$ cat config.mk
export PLATFORM = sky130hd
export DESIGN_NAME = intra_nbr_regs
export DESIGN_NICKNAME = d
export VERILOG_FILES = /design/src/intra_nbr_pkg.sv /design/src/nbr_load_ctrl.sv /design/src/nbr_lane.sv /design/src/nbr_window_out.sv /design/src/intra_nbr_regs.sv
export SDC_FILE = /design/constraint.sdc
export NUM_CORES = 1
export LEC_CHECK = 0
export BUFFER_PORTS_ARGS = -buffer_cell sky130_fd_sc_hd__buf_4
export CORE_ASPECT_RATIO = 0.75
export CORE_MARGIN = 2
export CORE_UTILIZATION = 25
export DETAILED_ROUTE_END_ITERATION = 8
export SYNTH_ARGS = -nofsm -noshare
export SYNTH_HDL_FRONTEND = slang
export SYNTH_SLANG_ARGS = --single-unit
$ cat constraint.sdc
create_clock -name gclk_intra_mbAddrD -period 1.9 [get_ports gclk_intra_mbAddrD]
set_input_delay 0 -clock gclk_intra_mbAddrD [delete_from_list [all_inputs] [get_ports gclk_intra_mbAddrD]]
set_output_delay 0 -clock gclk_intra_mbAddrD [all_outputs]
set_load 0.02 [all_outputs]
$ cat src/intra_nbr_pkg.sv
// Intra luma neighbour storage shared definitions
// Pixel widths, counter codes, mode enums and control structs
package intra_nbr_pkg;

	//----------------------------------------
	// Sizes
	//----------------------------------------
	localparam int PIX_W  = 8;
	localparam int LANES  = 4;
	localparam int GROUPS = 4;
	localparam int BLK_W  = 4;
	localparam int GRP_W  = 2;
	localparam int CNT_W  = 3;

	// Counter codes from the block sequencer
	localparam logic [CNT_W-1:0] SUM_READY    = 3'd3;
	localparam logic [CNT_W-1:0] PRELOAD_TOP4 = 3'd1;

	//----------------------------------------
	// Pixel types
	//----------------------------------------
	typedef logic [PIX_W-1:0] pixel_t;

	// p0 is the leftmost or topmost pixel of the group
	typedef struct packed {
		pixel_t p3;
		pixel_t p2;
		pixel_t p1;
		pixel_t p0;
	} pix4_t;

	typedef logic [GRP_W-1:0] grp_t;

	//----------------------------------------
	// Macroblock kind and 16x16 modes
	//----------------------------------------
	typedef enum logic [1:0] {
		MB_INTER   = 2'd0,
		MB_INTRA16 = 2'd1,
		MB_INTRA4  = 2'd2
	} mb_kind_e;

	typedef enum logic [1:0] {
		I16_VERTICAL   = 2'd0,
		I16_HORIZONTAL = 2'd1,
		I16_DC         = 2'd2,
		I16_PLANE      = 2'd3
	} i16_mode_e;

	// Per-cycle state of the decoder's block counters
	typedef struct packed {
		logic [BLK_W-1:0] blk_idx;
		mb_kind_e         mb_kind;
		i16_mode_e        i16_mode;
		logic [CNT_W-1:0] preload_cnt;
		logic [CNT_W-1:0] sum_cnt;
		logic [CNT_W-1:0] calc_cnt;
	} nbr_ctrl_t;

	// Write command, the same for every lane
	typedef struct packed {
		logic left_en;
		grp_t left_grp;
		logic top_en;
		grp_t top_grp;
	} nbr_wr_t;

	// Block index to group, following the 4x4 zigzag scan
	function automatic grp_t row_grp(input logic [BLK_W-1:0] blk);
		return {blk[3], blk[1]};
	endfunction

	function automatic grp_t col_grp(input logic [BLK_W-1:0] blk);
		return {blk[2], blk[0]};
	endfunction

endpackage

$ cat src/nbr_load_ctrl.sv
// Neighbour load controller
// Turns block index, mode and counters into left and top write commands
`timescale 1ns/1ps

module nbr_load_ctrl
	import intra_nbr_pkg::*;
(
	input  nbr_ctrl_t ctrl,
	input  logic      left_load,
	input  pix4_t     top_ram_word,
	input  pix4_t     right_column,
	input  pix4_t     bottom_row,
	output nbr_wr_t   wr,
	output pixel_t    left_pix [LANES],
	output pixel_t    top_pix  [LANES]
);

	typedef enum logic [1:0] {
		TOP_NONE = 2'd0,
		TOP_RAM  = 2'd1,
		TOP_SUM  = 2'd2
	} top_src_e;

	top_src_e top_src;
	grp_t     top_grp;
	grp_t     blk_row;
	grp_t     blk_col;
	pix4_t    top_word;

	assign blk_row = row_grp(ctrl.blk_idx);
	assign blk_col = col_grp(ctrl.blk_idx);

	//----------------------------------------
	// Left column capture
	//----------------------------------------
	assign wr.left_en  = left_load;
	assign wr.left_grp = blk_row;

	assign left_pix[0] = right_column.p0;
	assign left_pix[1] = right_column.p1;
	assign left_pix[2] = right_column.p2;
	assign left_pix[3] = right_column.p3;

	//----------------------------------------
	// Top row source decision
	//----------------------------------------
	always_comb
	begin
		top_src = TOP_NONE;
		top_grp = blk_col;
		case (ctrl.mb_kind)
			MB_INTRA4:
			begin
				// Blocks 0, 1, 4 and 5 sit on the macroblock's top edge
				if (ctrl.preload_cnt == PRELOAD_TOP4 && blk_row == 2'd0)
					top_src = TOP_RAM;
				// Bottom row of the last block row has no consumer
				else if (ctrl.sum_cnt == SUM_READY && blk_row != 2'd3)
					top_src = TOP_SUM;
			end
			MB_INTRA16:
			begin
				// Whole top line preloaded, left group first
				case (ctrl.preload_cnt)
					3'd4:
					begin
						top_src = TOP_RAM;
						top_grp = 2'd0;
					end
					3'd3:
					begin
						top_src = TOP_RAM;
						top_grp = 2'd1;
					end
					3'd2:
					begin
						top_src = TOP_RAM;
						top_grp = 2'd2;
					end
					3'd1:
					begin
						top_src = TOP_RAM;
						top_grp = 2'd3;
					end
					default:
						top_src = TOP_NONE;
				endcase
			end
			default:
				top_src = TOP_NONE;
		endcase
	end

	assign wr.top_en  = (top_src != TOP_NONE);
	assign wr.top_grp = top_grp;

	assign top_word = (top_src == TOP_SUM) ? bottom_row : top_ram_word;

	assign top_pix[0] = top_word.p0;
	assign top_pix[1] = top_word.p1;
	assign top_pix[2] = top_word.p2;
	assign top_pix[3] = top_word.p3;

endmodule

$ cat src/nbr_lane.sv
// Neighbour pixel lane for one engine position
// Holds pixel i of each left and top group with group-selected reads
`timescale 1ns/1ps

module nbr_lane
	import intra_nbr_pkg::*;
(
	input  logic    gclk_intra_mbAddrD,
	input  logic    reset_n,
	input  nbr_wr_t wr,
	input  pixel_t  left_in,
	input  pixel_t  top_in,
	input  grp_t    a_grp,
	input  grp_t    b_grp,
	output pixel_t  left_out,
	output pixel_t  top_out
);

	pixel_t left_q [GROUPS];
	pixel_t top_q  [GROUPS];

	//----------------------------------------
	// Left pixels
	//----------------------------------------
	always_ff @(posedge gclk_intra_mbAddrD or negedge reset_n)
	begin
		if (!reset_n)
		begin
			for (int g = 0; g < GROUPS; g++)
				left_q[g] <= '0;
		end
		else if (wr.left_en)
			left_q[wr.left_grp] <= left_in;
	end

	//----------------------------------------
	// Top pixels
	//----------------------------------------
	always_ff @(posedge gclk_intra_mbAddrD or negedge reset_n)
	begin
		if (!reset_n)
		begin
			for (int g = 0; g < GROUPS; g++)
				top_q[g] <= '0;
		end
		else if (wr.top_en)
			top_q[wr.top_grp] <= top_in;
	end

	// Combinational read-back
	assign left_out = left_q[a_grp];
	assign top_out  = top_q[b_grp];

endmodule

$ cat src/nbr_window_out.sv
// Neighbour window unit
// Assembles lane reads into the A and B windows and gates them by mode
`timescale 1ns/1ps

module nbr_window_out
	import intra_nbr_pkg::*;
(
	input  nbr_ctrl_t ctrl,
	input  logic      mbaddr_a_avail,
	input  pixel_t    lane_left [LANES],
	input  pixel_t    lane_top  [LANES],
	output grp_t      a_grp,
	output grp_t      b_grp,
	output pix4_t     window_a,
	output pix4_t     window_b
);

	logic  calc_active;
	logic  a_use;
	logic  b_use;
	pix4_t left_word;
	pix4_t top_word;

	// Left neighbours follow the block row, top neighbours the block column
	assign a_grp = row_grp(ctrl.blk_idx);
	assign b_grp = col_grp(ctrl.blk_idx);

	assign left_word = '{p3: lane_left[3], p2: lane_left[2],
		p1: lane_left[1], p0: lane_left[0]};
	assign top_word  = '{p3: lane_top[3], p2: lane_top[2],
		p1: lane_top[1], p0: lane_top[0]};

	assign calc_active = (ctrl.calc_cnt != '0) && (ctrl.mb_kind != MB_INTER);

	//----------------------------------------
	// Mode gating
	//----------------------------------------
	always_comb
	begin
		a_use = 1'b0;
		b_use = 1'b0;
		if (calc_active)
		begin
			if (ctrl.mb_kind == MB_INTRA4)
			begin
				a_use = 1'b1;
				b_use = 1'b1;
			end
			else
			begin
				case (ctrl.i16_mode)
					I16_VERTICAL:
						b_use = 1'b1;
					I16_HORIZONTAL:
						a_use = 1'b1;
					I16_DC:
					begin
						// DC drops the left term when mbAddrA is missing
						a_use = mbaddr_a_avail;
						b_use = 1'b1;
					end
					I16_PLANE:
					begin
						a_use = 1'b0;
						b_use = 1'b0;
					end
					default:
					begin
						a_use = 1'b0;
						b_use = 1'b0;
					end
				endcase
			end
		end
	end

	assign window_a = a_use ? left_word : '0;
	assign window_b = b_use ? top_word  : '0;

endmodule

$ cat src/intra_nbr_regs.sv
// Intra luma neighbour registers, top level
// Load controller, four pixel lanes and the window unit
`timescale 1ns/1ps

module intra_nbr_regs
	import intra_nbr_pkg::*;
(
	input  logic      gclk_intra_mbAddrD,
	input  logic      reset_n,
	input  nbr_ctrl_t ctrl,
	input  logic      left_load,
	input  logic      mbaddr_a_avail,
	input  pix4_t     top_ram_word,
	input  pix4_t     right_column,
	input  pix4_t     bottom_row,
	output pix4_t     window_a,
	output pix4_t     window_b
);

	nbr_wr_t wr;
	pixel_t  left_pix  [LANES];
	pixel_t  top_pix   [LANES];
	pixel_t  lane_left [LANES];
	pixel_t  lane_top  [LANES];
	grp_t    a_grp;
	grp_t    b_grp;

	nbr_load_ctrl u_load (
		.ctrl         (ctrl),
		.left_load    (left_load),
		.top_ram_word (top_ram_word),
		.right_column (right_column),
		.bottom_row   (bottom_row),
		.wr           (wr),
		.left_pix     (left_pix),
		.top_pix      (top_pix)
	);

	// One lane per prediction engine
	for (genvar i = 0; i < LANES; i++)
	begin : g_lane
		nbr_lane u_lane (
			.gclk_intra_mbAddrD (gclk_intra_mbAddrD),
			.reset_n            (reset_n),
			.wr                 (wr),
			.left_in            (left_pix[i]),
			.top_in             (top_pix[i]),
			.a_grp              (a_grp),
			.b_grp              (b_grp),
			.left_out           (lane_left[i]),
			.top_out            (lane_top[i])
		);
	end

	nbr_window_out u_win (
		.ctrl           (ctrl),
		.mbaddr_a_avail (mbaddr_a_avail),
		.lane_left      (lane_left),
		.lane_top       (lane_top),
		.a_grp          (a_grp),
		.b_grp          (b_grp),
		.window_a       (window_a),
		.window_b       (window_b)
	);

endmodule

==> results of run 1 <==
-- Yosys cell counts --
cell type and count:
a211oi_1 1, a21oi_1 2, a21oi_2 1, a22oi_1 1, a2bb2oi_1 1, and3_1 1, and4b_1 1, buf_1 6
buf_2 16, buf_6 1, buf_8 2, clkbuf_1 25, dfrtp_1 256, ha_1 6, inv_1 7, mux2_2 258
mux2_4 30, mux4_2 64, nand2_1 2, nand3_1 1, nand3b_1 2, nand4b_1 1, nor2_1 2, nor2b_1 65
nor3_1 1, nor3_2 4, nor3b_1 1, nor4b_1 1, o21ai_0 3, o21bai_1 1, o22a_1 1, o22ai_1 1
o2bb2ai_1 1, o31ai_1 1, o31ai_2 1, or3b_1 1
-- through the flow --
stage | cell area, um2 | setup slack (ps) | power, mW | hold slack (ps)
2_1_floorplan | 12190 | 157.4 | 9.823 | -295.6
3_3_place_gp | 14680 | -88.37 | 10.99 | -42.86
3_5_place_dp | 14680 | -163.5 | 11.15 | -37.07
4_1_cts | 16690 | 35.53 | 17.28 | 92.21
5_1_grt | 16700 | 7.684 | 17.92 | 122.7
6_report | 16700 | 92.33 | 17.00 | 125.3
-- flip-flops by register name, summed over array words and instances (netlist names) --
register	count
g_lane.u_lane.left_q	128
g_lane.u_lane.top_q	128
-- final cells by class --
type | count | area [um2] | share of cell area, %
antenna | 1 | 2.502 | 0.01498
clock buffer | 42 | 854.6 | 5.116
clock inverter | 8 | 147.6 | 0.8839
inverter | 7 | 26.28 | 0.1573
multi-input combinational | 456 | 5582 | 33.42
sequential | 256 | 6406 | 38.35
tap | 648 | 810.8 | 4.854
timing repair buffer | 316 | 2874 | 17.21
-- worst max path at each step --
| stage | from | end | slack (ps) | cells after the start |
|---|---|---|---|---|
| after floorplan | ctrl[11] | g_lane[0].u_lane.top_q[16] | 160 | 9 |
| after global placement | ctrl[11] | g_lane[3].u_lane.top_q[27] | -90 | 9 |
| after detailed placement | ctrl[12] | g_lane[3].u_lane.top_q[14] | -160 | 9 |
| after CTS | g_lane[2].u_lane.top_q[7] | window_b[23] | 40 | 4 |
| after global routing | g_lane[2].u_lane.top_q[15] | window_b[23] | 8 | 4 |
| final | g_lane[2].u_lane.top_q[7] | window_b[23] | 90 | 4 |
-- timing repair --
| action | 4_1_cts | 5_1_grt |
|---|---|---|
| setup endpoints to repair | 0 | 1 |
| hold buffers | 99 | 0 |
| endpoints found under the hold margin | 512 | 0 |
| resized for setup | 0 | 2 |
-- layer usage --
metal / part of all wire [%] / track usage [%] / vias to the layer above
li1: - / - / 3440
met1: 46 / 16.30 / 4064
met2: 48 / 20.25 / 105
met3: 3.8 / 2.531 / 42
met4: 2.2 / 3.211 / 6
met5: 0.11 / 0 / -
-- power groups by stage --
stage	Combinational, mW	Sequential (mW)	Clock (mW)
4_1_cts	3.80	7.44	6.04
6_report	3.75	7.43	5.83
3_5_place_dp	3.62	7.53	0
2_1_floorplan	2.52	7.30	0
5_1_grt	4.05	7.61	6.27
3_3_place_gp	3.52	7.47	0
-- cell families (layout without fill, tap and decap cells) --
kind of cell	after synthesis	after routing	share of synthesized area (%)
flops	256	256	52.56
buf+inv	57	373	2.166
simple gates	83	83	4.404
fa+ha+maj	6	6	0.6159
compound gates	15	15	0.8933
other cells	0	1	0
mux	352	352	39.36
==> impl_metrics.yaml, run 1 <==
status:
  status: "finished, final reports clean"
finish:
  fin_cells: 1734
  final_util_pct: 34.49
  area_growth_pct: 37.05
  mostFrequentLayoutCell: "mux2_2"
  fin_nets: 1189
  drive_gt1_share_pct: 57.79
  final_cell_mix: "258 x mux2_2, 256 x dfrtp_1, 197 x buf_4"
  fill_cells: 4679
floorplan:
  std_cell_rows: 70
  io_pins: 181
  die-area_um2: 50550
  die_h_um: 195.2
  start_util_pct: 25.16
  coreArea_um2: 48430
  die_w_um: 259.0
synthesis:
  ys_types: 36
  synth_top_area_cell: "dfrtp_1"
  synthCells: 769
  syn_area_per_cell_um2: 15.85
  yosysTopAreaCellShare_pct: 52.56
  synth_fp_nets: 892
  ys_ff_latch: 256
  synth_area_leaders: "dfrtp_1 53%, mux2_2 24%, mux4_2 12%"
  yosysWarnings: 0
  syn_area_um2: 12190
  synth_seq_area_share_pct: 52.56
power_and_ir_drop:
  leakagePower_nw: 7.216
  switching_share_pct: 24.45
  power_frac_comb_pct: 22.0
  vdd_ir_drop_max_mv: 0.5978
  power.internal_mw: 12.85
  power.share.clock_pct: 34.3
  power_switching_mw: 4.157
  p_per_area_nw_per_um2: 1018
  pwr-share-seq_pct: 43.7
global_routing:
  grt_pass1_wl_um: 48460
  grt_antenna_before_repair: 4
  grt_max_degree: 66
  grt_pass1_vias: 8435
  overflow: 0
  grt_util_all_layers_pct: 12.24
worst_hold_path:
  worstHoldPathType: "in -> reg"
  hold_path_startpoint: "left_load"
  holdPathStages: 4
  worst_hold_path.endpoint: "g_lane[1].u_lane.left_q[5]"
placement:
  port_buffers: 180
  dp_hpwl_um: 19460
  gp_congestion: 0.6943
  dp_cells: 1584
cts:
  cts_inserted_buffers: 29
  cts_tree: "yes"
  root_buffer: "clkbuf_16"
  cts_sinks: 256
  clk_latency_ps: 530
  clk_pin_slew_worst_paths_ps: 60
  cts_max_path_buffers: 3
  htree_levels: 1
  post_cts_buffers: 0
detailed_routing:
  wl_per_cell_um: 17.80
  dr.pass1.iters: 4
  final_antenna_net_count: 0
  vias_per_cell: 4.416
  drc: 0
  vias: 7657
  wl_um: 30860
  drtIter0Drc: 244
timing:
  slew_headroom_pct: 48.69
  worstMarginPinSlew_ps: 765.0
  period_share_pct: 95.14
  finalHoldViolations: 0
  setup_viol: 0
  post-route-min-period_ps: 1808
  fmax_mhz: 553.2
  rsz0062_at_grt: "no"
  finalMaxSlewViolations: 0
  skew_ps: 0
  finalSetupTns_ps: 0
setup_path:
  cp_slowest_cell: "mux4_2"
  rr_endpoint: "g_lane[3].u_lane.left_q[21]"
  critPathMaxFanout: 2
  startpoint_type: "flop"
  worstPathRequired_ps: 1900
  reg2reg_depth: 1
  cp_cell_sequence: "mux4_2 -> nor2b_2 -> buf_4 -> buf_6"
  r2r-start: "g_lane[3].u_lane.left_q[21]"
  path_delay_family: "multiplexers"
  worst-path-buf-inv: 2
  worst-setup-path-type: "reg -> out"
  crit_path_end_kind: "primary output"
  cp_data_arrival_time_ps: 1810
  max_stage_delay_ps: 470
  r2r_setup_slack_ps: 1120
flow_run:
  maxCapViolCount: 0
Note: power is estimated with default switching activity, not from simulation.
==> inputs of run 2 (changes only) <==
--- a/config.mk
+++ b/config.mk
@@ -8,8 +8,9 @@
 export BUFFER_PORTS_ARGS = -buffer_cell sky130_fd_sc_hd__buf_4
 export CORE_ASPECT_RATIO = 0.75
 export CORE_MARGIN = 2
-export CORE_UTILIZATION = 25
+export CORE_UTILIZATION = 45
 export DETAILED_ROUTE_END_ITERATION = 8
+export PLACE_DENSITY = 0.65
 export SYNTH_ARGS = -nofsm -noshare
 export SYNTH_HDL_FRONTEND = slang
 export SYNTH_SLANG_ARGS = --single-unit
==> run 2 against run 1 <==
  * Die area fell by 44%
  * Cell area fell by 3.5%
  * Sequential share of layout area rose by 1.4 points
  * Total power fell by 4.0%
  * Cell count fell by 17%
  * Clock-buffer cell count fell by 7
  * Sequential cell count did not move
  * Sequential power barely moved
  * Via count fell by 1.5%
  * Worst hold slack got worse by 120 ps
  * Critical path depth fell by 1
  * Combinational power fell by 2%
==> impl_metrics.yaml, run 2 (synthesis gave the netlist of run 1 again) <==
placement:
  dp_hpwl_um: 17270
  port_buffers: 180
  dp_slack_ps: -171.4
  gp_congestion: 0.7271
cts:
  htree_levels: 1
  cts_inserted_buffers: 26
  clk_pin_slew_worst_paths_ps: 60
  cts_tree: "yes"
  root_buffer: "clkbuf_16"
  clk_latency_ps: 520
  post_cts_buffers: 0
  cts_sinks: 256
  cts_max_path_buffers: 3
detailed_routing:
  drtIter0Drc: 249
  vias_per_cell: 5.256
  drc: 0
  dr.pass1.iters: 4
  wl_um: 27760
  wl_per_cell_um: 19.34
  vias: 7543
  final_antenna_net_count: 0
timing:
  rsz0062_at_grt: "no"
  period_share_pct: 90.97
  post-route-min-period_ps: 1728
  fmax_mhz: 578.6
  setup_viol: 0
  worstMarginPinSlew_ps: 795.2
  finalSetupTns_ps: 0
  finalMaxSlewViolations: 0
  fin_ws_ps: 171.6
  slew_headroom_pct: 46.67
  skew_ps: 0
  finalHoldViolations: 0
setup_path:
  critPathMaxFanout: 2
  path_delay_family: "multiplexers"
  worst-setup-path-type: "reg -> out"
  cp_data_arrival_time_ps: 1730
  cp_cell_sequence: "mux4_2 -> nor2b_1 -> buf_4"
  worst-path-buf-inv: 1
  r2r-start: "g_lane[3].u_lane.top_q[27]"
  worstSetupStartpoint: "g_lane[3].u_lane.left_q[2]"
  crit_path_end_kind: "primary output"
  max_stage_delay_ps: 450
  cp_slowest_cell: "mux4_2"
  startpoint_type: "flop"
  worstPathRequired_ps: 1900
finish:
  fin_nets: 1191
  multi_input_area_um2: 5572
  final_util_pct: 60.11
  seq_area_um2: 6406
  mostFrequentLayoutCell: "mux2_2"
  diodes: 0
  fill_cells: 2132
  reg_top3: "g_lane.u_lane.left_q (128), g_lane.u_lane.top_q (128)"
  drive_gt1_share_pct: 57.84
  final_cell_mix: "258 x mux2_2, 256 x dfrtp_1, 211 x buf_4"
  area_growth_pct: 32.20
flow_run:
  maxCapViolCount: 0
floorplan:
  die-area_um2: 28430
  die_h_um: 146.5
  io_pins: 181
  start_util_pct: 45.47
  std_cell_rows: 52
  die_w_um: 194.0
  coreArea_um2: 26810
power_and_ir_drop:
  p_per_area_nw_per_um2: 1013
  leakagePower_nw: 7.132
  power.internal_mw: 12.31
  switching_share_pct: 24.62
  vdd_ir_drop_max_mv: 0.8427
  pwr-share-seq_pct: 45.5
  power_switching_mw: 4.020
  power_frac_comb_pct: 22.4
  power.share.clock_pct: 32.1
global_routing:
  grt_max_degree: 60
  overflow: 0
  grt_util_all_layers_pct: 20.08
  grt_pass1_wl_um: 45730
  grt_pass1_vias: 8442
  grt_antenna_before_repair: 0
worst_hold_path:
  worstHoldPathType: "in -> async"
status:
  status: "finished, final reports clean"
## run 2: cell count changes in the layout (fill, tap and decap cells not counted), sizes merged
| cell | before | now |
|---|---|---|
| dlygate4sd3 | 98 | 97 |
| clkinvlp | 0 | 1 |
| bufinv | 4 | 3 |
| diode | 1 | 0 |
| clkbuf | 42 | 35 |
| clkinv | 3 | 5 |
| buf | 218 | 224 |
| inv | 8 | 7 |
## run 2: power by group through the flow
stage          Sequential (mW)  Clock [mW]  Combinational, mW
6_report                  7.43        5.24               3.66
5_1_grt                   7.61        5.62               3.96
4_1_cts                   7.43        5.40               3.71
3_5_place_dp              7.52           0               3.54
3_3_place_gp              7.49           0               3.45
2_1_floorplan             7.30           0               2.52
## run 2: final timing paths
path,end,cells past startpoint,slack [ps]
setup / recovery,window_a[26],3,170
setup reg to reg,g_lane[3].u_lane.top_q[27],1,1130
max in group asynchronous,g_lane[2].u_lane.top_q[13],3,1210
hold / removal,g_lane[1].u_lane.top_q[11],2,8
hold reg to reg,g_lane[0].u_lane.left_q[12],1,500
min in group gclk_intra_mbAddrD,g_lane[3].u_lane.left_q[4],3,80
## run 2: layout make-up
type	instances	share of cell area [%]
clock inverters	9	0.7610
repair buffers	321	17.39
well taps	351	2.726
clock buffers	35	4.628
multi-input cells	456	34.58
flip-flops and latches	256	39.76
inverters	7	0.1631
## run 2: timing repair
item | in CTS | in global routing
endpoints found under the setup margin | 1 | 0
resized for setup | 1 | 0
endpoints found under the hold margin | 512 | 0
hold buffers | 97 | 0
## run 2: layer usage
| layer | vias up | track usage [%] | wire length [um] |
|---|---|---|---|
| li1 | 3438 | - | - |
| met1 | 3938 | 28.67 | 12920 |
| met2 | 134 | 32.56 | 13320 |
| met3 | 33 | 3.419 | 1019 |
| met4 | 0 | 4.318 | 497 |
| met5 | - | 0 | 0 |
## run 2: through the flow
stage,area (um2),hold slack [ps],power (mW),cells
6_report,16110,8.068,16.33,1435
5_1_grt,16110,30.84,17.18,1435
4_1_cts,16110,16.87,16.54,1435
3_5_place_dp,14270,-18.06,11.06,1294
3_3_place_gp,14270,-11.96,10.94,1294
2_1_floorplan,12190,-295.6,9.823,769
